==> src/source/cdb_settings.svh <==
`ifndef CDB_SETTINGS_SVH
`define CDB_SETTINGS_SVH

// operand, result and tag widths
`define CDB_DATA_W 32
`define CDB_TAG_W 4

// fixed unit latencies in cycles
// mul is the longest and sets the reservation depth
`define CDB_LAT_MUL 8
`define CDB_LAT_ADD 4
`define CDB_LAT_MOV 1

`endif

==> src/source/cdb_pkg.sv <==
`include "cdb_settings.svh"

package cdb_pkg;

	localparam int N_UNITS = 3;

	// UNIT_NONE marks an empty bus slot
	typedef enum logic [1:0] {
		UNIT_MUL = 2'd0,
		UNIT_ADD = 2'd1,
		UNIT_MOV = 2'd2,
		UNIT_NONE = 2'd3
	} unit_t;

	typedef logic [`CDB_TAG_W-1:0] tag_t;
	typedef logic [`CDB_DATA_W-1:0] data_t;

	// one result on its way to the bus
	typedef struct packed {
		logic valid;
		tag_t tag;
		data_t data;
	} beat_t;

endpackage

==> src/source/cdb_ifs.sv <==
`include "cdb_settings.svh"

interface dispatch_if import cdb_pkg::*; ();

	logic pending;
	unit_t unit;
	tag_t tag;
	data_t a;
	data_t b;
	logic fire;

	modport issue (
		output pending, unit, tag, a, b,
		input fire
	);

	modport sched (
		input pending, unit,
		output fire
	);

	modport exec (
		input fire, unit, tag, a, b
	);

endinterface

==> src/source/issue_stage.sv <==
`include "cdb_settings.svh"

module issue_stage import cdb_pkg::*; (
	input logic clk,
	input logic rst_n,
	input logic issue_valid,
	input unit_t issue_unit,
	input tag_t issue_tag,
	input data_t issue_a,
	input data_t issue_b,
	output logic issue_ready,
	dispatch_if.issue dsp
);

	logic held_q;
	unit_t unit_q;
	tag_t tag_q;
	data_t a_q;
	data_t b_q;
	logic take;

	// free slot, or the held op leaves this cycle
	assign issue_ready = !held_q || dsp.fire;
	assign take = issue_valid && issue_ready;

	always_ff @(posedge clk) begin
		if (!rst_n) begin
			held_q <= 1'b0;
		end else if (take) begin
			held_q <= 1'b1;
		end else if (dsp.fire) begin
			held_q <= 1'b0;
		end
	end

	always_ff @(posedge clk) begin
		if (take) begin
			unit_q <= issue_unit;
			tag_q <= issue_tag;
			a_q <= issue_a;
			b_q <= issue_b;
		end
	end

	assign dsp.pending = held_q;
	assign dsp.unit = unit_q;
	assign dsp.tag = tag_q;
	assign dsp.a = a_q;
	assign dsp.b = b_q;

	// a blocked op stays on the inputs unchanged until it is taken
	assert property (@(posedge clk) disable iff (!rst_n)
		issue_valid && !issue_ready |=>
			issue_valid && $stable({issue_unit, issue_tag, issue_a, issue_b}));

endmodule

==> src/source/slot_scheduler.sv <==
`include "cdb_settings.svh"

module slot_scheduler import cdb_pkg::*; (
	input logic clk,
	input logic rst_n,
	dispatch_if.sched dsp,
	output unit_t wb_owner
);

	localparam int DEPTH = `CDB_LAT_MUL;
	localparam int IDX_W = $clog2(DEPTH);
	localparam int LAT_MUL = `CDB_LAT_MUL;
	localparam int LAT_ADD = `CDB_LAT_ADD;
	localparam int LAT_MOV = `CDB_LAT_MOV;

	// slot k owns the bus k cycles from now
	unit_t slot_q [DEPTH];
	unit_t shifted [DEPTH];
	logic [IDX_W-1:0] target;

	////////////////////////////////////////
	// next-cycle view of the slots

	always_comb begin
		for (int k = 0; k < DEPTH - 1; k++) begin
			shifted[k] = slot_q[k + 1];
		end
		shifted[DEPTH-1] = UNIT_NONE;
	end

	always_comb begin
		case (dsp.unit)
			UNIT_MUL: target = IDX_W'(LAT_MUL - 1);
			UNIT_ADD: target = IDX_W'(LAT_ADD - 1);
			default: target = IDX_W'(LAT_MOV - 1);
		endcase
	end

	// mul lands in the top slot, which is always empty after the shift
	assign dsp.fire = dsp.pending && (dsp.unit == UNIT_MUL || shifted[target] == UNIT_NONE);

	////////////////////////////////////////
	// reservation register

	always_ff @(posedge clk) begin
		if (!rst_n) begin
			for (int k = 0; k < DEPTH; k++) begin
				slot_q[k] <= UNIT_NONE;
			end
		end else begin
			for (int k = 0; k < DEPTH; k++) begin
				if (dsp.fire && target == IDX_W'(k)) begin
					slot_q[k] <= dsp.unit;
				end else begin
					slot_q[k] <= shifted[k];
				end
			end
		end
	end

	assign wb_owner = slot_q[0];

	// a claimed slot is never taken over before it reaches the bus
	assert property (@(posedge clk) disable iff (!rst_n)
		dsp.fire && dsp.unit == UNIT_MUL |-> ##LAT_MUL wb_owner == UNIT_MUL);
	assert property (@(posedge clk) disable iff (!rst_n)
		dsp.fire && dsp.unit == UNIT_ADD |-> ##LAT_ADD wb_owner == UNIT_ADD);
	assert property (@(posedge clk) disable iff (!rst_n)
		dsp.fire && dsp.unit == UNIT_MOV |-> ##LAT_MOV wb_owner == UNIT_MOV);

endmodule

==> src/source/exec_pipe.sv <==
module exec_pipe import cdb_pkg::*; #(
	parameter int LATENCY = 1
) (
	input logic clk,
	input logic rst_n,
	input beat_t in_beat,
	output beat_t out_beat
);

	beat_t stage_q [LATENCY];

	always_ff @(posedge clk) begin
		if (!rst_n) begin
			for (int i = 0; i < LATENCY; i++) begin
				stage_q[i] <= '0;
			end
		end else begin
			stage_q[0] <= in_beat;
			for (int i = 1; i < LATENCY; i++) begin
				stage_q[i] <= stage_q[i - 1];
			end
		end
	end

	// last stage lines up with slot 0 of the scheduler
	assign out_beat = stage_q[LATENCY-1];

endmodule

==> src/source/exec_units.sv <==
`include "cdb_settings.svh"

module exec_units import cdb_pkg::*; (
	input logic clk,
	input logic rst_n,
	dispatch_if.exec dsp,
	output beat_t unit_out [N_UNITS]
);

	data_t product;
	data_t sum;
	beat_t mul_in;
	beat_t add_in;
	beat_t mov_in;

	// low word only, sum wraps
	assign product = dsp.a * dsp.b;
	assign sum = dsp.a + dsp.b;

	always_comb begin
		mul_in.valid = dsp.fire && dsp.unit == UNIT_MUL;
		mul_in.tag = dsp.tag;
		mul_in.data = product;

		add_in.valid = dsp.fire && dsp.unit == UNIT_ADD;
		add_in.tag = dsp.tag;
		add_in.data = sum;

		mov_in.valid = dsp.fire && dsp.unit == UNIT_MOV;
		mov_in.tag = dsp.tag;
		mov_in.data = dsp.a;
	end

	exec_pipe #(.LATENCY(`CDB_LAT_MUL)) u_mul_pipe (
		.clk,
		.rst_n,
		.in_beat(mul_in),
		.out_beat(unit_out[UNIT_MUL])
	);

	exec_pipe #(.LATENCY(`CDB_LAT_ADD)) u_add_pipe (
		.clk,
		.rst_n,
		.in_beat(add_in),
		.out_beat(unit_out[UNIT_ADD])
	);

	exec_pipe #(.LATENCY(`CDB_LAT_MOV)) u_mov_pipe (
		.clk,
		.rst_n,
		.in_beat(mov_in),
		.out_beat(unit_out[UNIT_MOV])
	);

endmodule

==> src/source/cdb_mux.sv <==
`include "cdb_settings.svh"

module cdb_mux import cdb_pkg::*; (
	input logic clk,
	input logic rst_n,
	input unit_t wb_owner,
	input beat_t unit_out [N_UNITS],
	output logic cdb_valid,
	output tag_t cdb_tag,
	output data_t cdb_data
);

	beat_t sel;
	logic [N_UNITS-1:0] beat_valid;

	always_comb begin
		case (wb_owner)
			UNIT_MUL: sel = unit_out[UNIT_MUL];
			UNIT_ADD: sel = unit_out[UNIT_ADD];
			UNIT_MOV: sel = unit_out[UNIT_MOV];
			default: sel = '0;
		endcase
	end

	always_ff @(posedge clk) begin
		if (!rst_n) begin
			cdb_valid <= 1'b0;
		end else begin
			cdb_valid <= sel.valid;
		end
	end

	always_ff @(posedge clk) begin
		cdb_tag <= sel.tag;
		cdb_data <= sel.data;
	end

	for (genvar u = 0; u < N_UNITS; u++) begin : g_valid
		assign beat_valid[u] = unit_out[u].valid;
	end

	// owner and pipe outputs agree, so no result is dropped or doubled
	assert property (@(posedge clk) disable iff (!rst_n)
		wb_owner != UNIT_NONE |-> sel.valid && $onehot(beat_valid));
	assert property (@(posedge clk) disable iff (!rst_n)
		wb_owner == UNIT_NONE |-> beat_valid == '0);

endmodule

==> src/source/cdb_core.sv <==
`include "cdb_settings.svh"

module cdb_core import cdb_pkg::*; (
	input logic clk,
	input logic rst_n,
	input logic issue_valid,
	input unit_t issue_unit,
	input tag_t issue_tag,
	input data_t issue_a,
	input data_t issue_b,
	output logic issue_ready,
	output logic cdb_valid,
	output tag_t cdb_tag,
	output data_t cdb_data
);

	dispatch_if dsp ();

	unit_t wb_owner;
	beat_t unit_out [N_UNITS];

	issue_stage u_issue (
		.clk,
		.rst_n,
		.issue_valid,
		.issue_unit,
		.issue_tag,
		.issue_a,
		.issue_b,
		.issue_ready,
		.dsp(dsp.issue)
	);

	slot_scheduler u_sched (
		.clk,
		.rst_n,
		.dsp(dsp.sched),
		.wb_owner
	);

	exec_units u_exec (
		.clk,
		.rst_n,
		.dsp(dsp.exec),
		.unit_out
	);

	cdb_mux u_mux (
		.clk,
		.rst_n,
		.wb_owner,
		.unit_out,
		.cdb_valid,
		.cdb_tag,
		.cdb_data
	);

endmodule

==> config.mk <==
export PLATFORM = sky130hd
export DESIGN_NAME = cdb_core
export DESIGN_NICKNAME = d
export VERILOG_FILES = /design/src/source/cdb_pkg.sv /design/src/source/cdb_ifs.sv /design/src/source/issue_stage.sv /design/src/source/slot_scheduler.sv /design/src/source/exec_pipe.sv /design/src/source/exec_units.sv /design/src/source/cdb_mux.sv /design/src/source/cdb_core.sv
export VERILOG_INCLUDE_DIRS = /design/src /design/src/source
export SDC_FILE = /design/constraint.sdc
export NUM_CORES = 2
export LEC_CHECK = 0
export ABC_AREA = 1
export BUFFER_PORTS_ARGS = -buffer_cell sky130_fd_sc_hd__buf_2
export CAP_MARGIN = 20
export CORE_MARGIN = 2
export CORE_UTILIZATION = 28
export CTS_BUF_LIST = sky130_fd_sc_hd__clkbuf_4 sky130_fd_sc_hd__clkbuf_8
export DETAILED_ROUTE_END_ITERATION = 12
export GPL_TIMING_DRIVEN = 0
export SYNTH_ARGS = -nofsm -noshare
export SYNTH_HDL_FRONTEND = slang
export SYNTH_SLANG_ARGS = --single-unit
==> constraint.sdc <==
create_clock -name clk -period 13.61 [get_ports clk]
set_input_delay 1.361 -clock clk [delete_from_list [all_inputs] [get_ports clk]]
set_output_delay 1.361 -clock clk [all_outputs]
set_load 0.05 [all_outputs]
== Word-level counts from Yosys, hierarchy flattened ==
Memories as Yosys holds them, arrays and structs flattened.
Index checks and enable logic that the tools add are counted.
Word-level totals
  flip-flop bits (word level): 108
  RAM bits: 497
  logic and storage cells: 164
  memories: 4
Cells by class
  add/subtract/negate cells: 1
  multipliers: 1
  order comparisons: 1
  eq/ne operators: 12
  muxes and demuxes: 87
  bitwise operators: 29
  reduce and logical (&&, ||, !) cells: 21
Memories
  u_exec.u_mul_pipe.stage_q: depth 8, bits a word 37, read ports 8, clocked after memory_dff 0, write ports 8, line exec_pipe.sv:10  | beat_t stage_q [LATENCY];
  u_exec.u_add_pipe.stage_q: depth 4, bits a word 37, read ports 4, clocked after memory_dff 0, write ports 4, line exec_pipe.sv:10
  u_exec.u_mov_pipe.stage_q: depth 1, bits a word 37, read ports 1, clocked after memory_dff 0, write ports 1, line exec_pipe.sv:10
  u_sched.slot_q: depth 8, bits a word 2, read ports 8, clocked after memory_dff 0, write ports 8, line slot_scheduler.sv:17  | unit_t slot_q [DEPTH];
Operators with widths (number)
  2-to-1 mux 37 bit: 13
  one-hot mux 37 bit (3 select lines): 1
  2-to-1 mux 1 bit: 53
  OR reduction 37 bit: 1
  2-to-1 mux 2 bit: 18
  adder 32 bit: 1
  multiplier 32 x 32 -> 32 bit: 1
  bitwise OR 1 bit: 28
  logical AND 1 bit: 13
  == test 3 bit, second input constant: 4
  binary-select mux 2 bit (select 3 bit): 1
  == test 2 bit, second input constant: 3
  == test 3 x 2 -> 1 bit, second input constant: 2
  one-hot mux 3 bit (2 select lines): 1
  == test 2 x 1 -> 1 bit, second input constant: 2
  greater-or-equal comparator 4 bit, second input constant: 1
  logical NOT 2 bit: 2
  inverter 3 -> 4 bit: 1
  == test 3 x 1 -> 1 bit, second input constant: 1
  logical NOT 3 bit: 1
  logical OR 1 bit: 2
  nonzero test 2 bit: 1
  logical NOT 1 bit: 1

== Longest topological paths before layout ==
  word-level depth: 15
  gate-level depth with buffers: 35

== Modules after synthesis ==
A second synthesis with hierarchy kept.
Second synthesis, totals
  cells, all modules: 4429
  area total of the unflattened synthesis: 36814.1 sq um
By module, submodules not included
  exec_units: instances 1, cells an instance 2558, area an instance 18629.1 sq um, seq. area each 0.0 sq um
  exec_pipe at u_exec.u_mul_pipe: instances 1, cells an instance 958, area an instance 8743.4 sq um, seq. area each 5925.7 sq um
  exec_pipe at u_exec.u_add_pipe: instances 1, cells an instance 460, area an instance 4184.0 sq um, seq. area each 2962.8 sq um
  issue_stage: instances 1, cells an instance 77, area an instance 2153.3 sq um, seq. area each 2122.0 sq um
  cdb_mux: instances 1, cells an instance 201, area an instance 1448.9 sq um, seq. area each 740.7 sq um
  exec_pipe at u_exec.u_mov_pipe: instances 1, cells an instance 115, area an instance 1063.5 sq um, seq. area each 740.7 sq um
  slot_scheduler: instances 1, cells an instance 60, area an instance 591.8 sq um, seq. area each 400.4 sq um

== Worst setup path after synthesis ==
No wires, ideal clock.
  kind: register to register
  start: reg u_issue.b_q[11], in the netlist u_issue.dsp.b[11]
  end: mem u_exec.u_mul_pipe.stage_q[0][29] in the netlist's numbering
  arrival: 6477 ps
  data required time: 13489 ps
  setup slack: 7012 ps
  stages on the path, launching flop included: 27
  path buffers: 2
  cell sequence: edfxtp_1 > clkbuf_1 > buf_1 > nand2_1 > fa_1 > inv_1 > fa_1 > inv_1 > fa_1 > inv_1 > fa_1 > inv_1 > fa_1 > inv_1 > fa_1 > fa_1 > fa_1 > ha_1 > nand2_1 > nor4_1 > nand3_1 > nand3_1 > nand2_1 > nand2_1 > a21boi_1 > o21ai_1 > a21oi_1
RTL lines
  from (decl): line issue_stage.sv:19  | data_t b_q;
  from (signal assigned): line issue_stage.sv:41  | b_q <= issue_b;
  to (decl): line exec_pipe.sv:10

==> out/metrics.yaml <==
layout:
  nets: 5100
  stdcell_area_um2: 40000
  syn_to_final_growth_pct: 13.2
  final_cell_mix: "inv_1, nand2_1, dfxtp_1"
  nFillCells: 13200
  final_core_util_pct: 31.9
  layout_commonest_cell: "inv_1"
  drive_gt1_share_pct: 7.49
sta:
  period_needed_ns: 8.30
  finalHoldViolations: 0
  fmax_ghz: 0.121
  fin_crit_sh_pct: 61.0
  skew_ns: 0.0359
  rsz0062_at_grt: "no"
  drv_slew: 0
  setup_viol: 0
  relSlewSlack_pct: 17.1
  tightest_slew_ns: 1.24
  fin_setup_tns_ns: 0
  fin_ws_ns: 5.31
route:
  num_vias: 26400
  dr.pass1.iters: 6
  wl_per_cell_um: 17.3
  ant_nets: 0
  route.detailed.drc: 0
  vias_per_cell: 4.28
  routed_wl_um: 107000
  drtIter0Drc: 2299
cts:
  cts.sinks: 585
  clk_pin_slew_worst_paths_ns: 0.06
  cts-resized-gates: 0
  clk_path_buf_depth: 3
  insertion_delay_ns: 0.71
  cts_tree: "built"
  root_buffer: "clkbuf_8"
  post_cts_buffers: 0
  cts_buffers: 83
  hold_buffers: 0
  htree_levels: 3
die:
  fp-row-count: 130
  die_w_um: 359
  die_h_um: 359
  io_pins: 111
  core_area_um2: 125000
  die-area_um2: 129000
  start_util_pct: 28.2
logic_synthesis:
  netlist_area_um2: 35300
  ys_seq_elements: 585
  yosys.cell_types.count: 49
  syn_inst: 4256
  ys_seq_area_share_pct: 35.3
  synthFlopType: "dfxtp_1"
  synth_area_per_cell_um2: 8.30
  synth_warnings: 0
  synth_top_area_share_pct: 28.7
  synthTopCellsByArea: "dfxtp_1, fa_1, inv_1, nand2_1, edfxtp_1"
  yosysTopAreaCell: "dfxtp_1"
  async_flop_share_pct: 0
  synth_edf_count: 78
worst_setup_path:
  critPathLaunch: "u_issue.dsp.a[12]"
  cp_data_required_time_ns: 14.19
  worstPathMaxFanout: 10
  r2r-end: "u_exec.u_mul_pipe.stage_q[0][31]"
  worst_ep_arrival_time_ns: 8.87
  critPathCapture: "u_exec.u_mul_pipe.stage_q[0][31]"
  worst_setup_path_end_kind: "flop"
  reg2reg_slack_ns: 5.31
  timing.rr.start: "u_issue.dsp.a[12]"
  rr_worst_depth: 25
  worst-setup-path-type: "flop to flop"
  start_kind: "flop"
place:
  io_buffers: 109
  dpl-instance-area_um2: 38100
  place.gp.congestion: 0.954
  dpl.hpwl_um: 85800
  dp_slack_ns: 5.40
grt:
  grt_usage_pct: 16.6
  grt_pass1_vias: 26600
  antenna_found_initial: 4
  grt_overflow: 0
  grt_max_degree: 34
  grt_pass1_wl_um: 161000
worst_hold_path:
  hold_depth: 2
  hp-class: "flop to flop"
flow_run:
  drv_cap: 0
outcome:
  run_status: "finished, final reports clean"
[critical path: stages, from the launching register on]
cell,delay [ns]
edfxtp_1,0.43
clkbuf_1,0.94
buf_1,0.66
nand2_1,0.16
fa_1,0.54
inv_1,0.06
fa_1,0.56
inv_1,0.06
fa_1,0.50
inv_1,0.06
fa_1,0.53
inv_1,0.06
fa_1,0.50
fa_1,0.45
fa_1,0.50
inv_1,0.05
fa_1,0.70
ha_1,0.32
a21oi_1,0.16
o31ai_1,0.11
a21oi_1,0.12
o21ai_0,0.09
a21oi_1,0.40
nand3_2,0.11
nand2_1,0.08
nor2_1,0.05
[layout make-up]
type	instances	area (um2)	share of cell area (%)
Antenna cell	3	7.51	0.0188
Buffer	171	731	1.83
Clock buffer	132	1630	4.07
Clock inverter	18	282	0.703
Inverter	1237	4640	11.6
Multi-Input combinational cell	2270	17500	43.8
Sequential cell	585	12500	31.2
Tap cell	1650	2060	5.16
Timing Repair Buffer	116	661	1.65
[Yosys cell counts, types with 2 or more instances]
master    count
inv_1      1228
nand2_1    1197
dfxtp_1     507
fa_1        409
ha_1        154
clkbuf_1    133
a21oi_1     110
nand3_1      90
edfxtp_1     78
nor2_1       70
o21ai_0      55
o211ai_1     38
o21a_1       17
nand2_2      14
buf_4        12
or2_2        12
buf_1        11
buf_2        11
nand3b_1     10
nand4_1      10
nor3_1        7
a221oi_1      6
a31oi_1       6
inv_2         6
nand3_2       6
o21ai_1       6
xnor2_1       6
xor2_1        6
a21o_1        5
buf_6         4
o21bai_1      4
clkinv_1      3
nor4_1        3
o21ai_2       3
o31ai_1       3
a21boi_1      2
o21bai_4      2
[cell families after synthesis]
kind of cell | after synthesis | synth area share (%)
AOI/OAI and AO/OA | 265 | 4.55
xor gates and xnor gates | 12 | 0.297
adders and majority gates | 563 | 28.6
buffers and inverters | 1408 | 15.2
DFF | 585 | 35.3
other | 1 | 0.0106
and+or+nand+nor | 1422 | 16.0
[worst min-delay path by stage]
| stage | from | to | slack, ns |
|---|---|---|---|
| after floorplan | u_exec.u_add_pipe.stage_q[0][0] | u_exec.u_add_pipe.stage_q[1][0] | 0.39 |
| after global placement | u_exec.u_add_pipe.stage_q[2][35] | u_exec.u_mul_pipe.stage_q[0][146] | 0.39 |
| after detailed placement | u_exec.u_add_pipe.stage_q[1][9] | u_exec.u_add_pipe.stage_q[2][9] | 0.40 |
| after CTS | u_exec.u_mul_pipe.stage_q[0][77] | u_exec.u_mul_pipe.stage_q[0][114] | 0.38 |
| after global routing | u_exec.u_mul_pipe.stage_q[0][78] | u_exec.u_mul_pipe.stage_q[0][115] | 0.41 |
| final | u_exec.u_mul_pipe.stage_q[0][77] | u_exec.u_mul_pipe.stage_q[0][114] | 0.38 |
[sequential cells by signal (all words and copies together) (netlist names), 2 cells and up]
signal and count:
u_issue.dsp.unit 2, u_exec.u_mul_pipe.stage_q 284, u_mux.cdb_tag 4, u_issue.dsp.tag 4
u_issue.dsp.a 32, u_sched.slot_q 16, u_issue.dsp.b 32, u_exec.u_add_pipe.stage_q 144
u_mux.cdb_data 32, u_exec.u_mov_pipe.stage_q 33
[routing by layer]
layer | vias to the layer above | share of wire, % | track usage [%] | wire [um]
met4 | 0 | 4.4 | 6.92 | 4730
met1 | 12600 | 44 | 22.2 | 47300
met3 | 241 | 7.4 | 3.33 | 7880
li1 | 12600 | - | - | -
met2 | 986 | 44 | 26.2 | 47100
met5 | - | 0 | 0 | 0
[through the flow]
step                      hold WS, ns  instances
after floorplan                 0.390       4263
after global placement          0.391       6022
after detailed placement        0.397       6028
after CTS                       0.380       6178
after global routing            0.410       6180
final                           0.378       6182
Power is not shown: default switching activity piles up to over one toggle a cycle in this logic, so the estimate is an artifact.
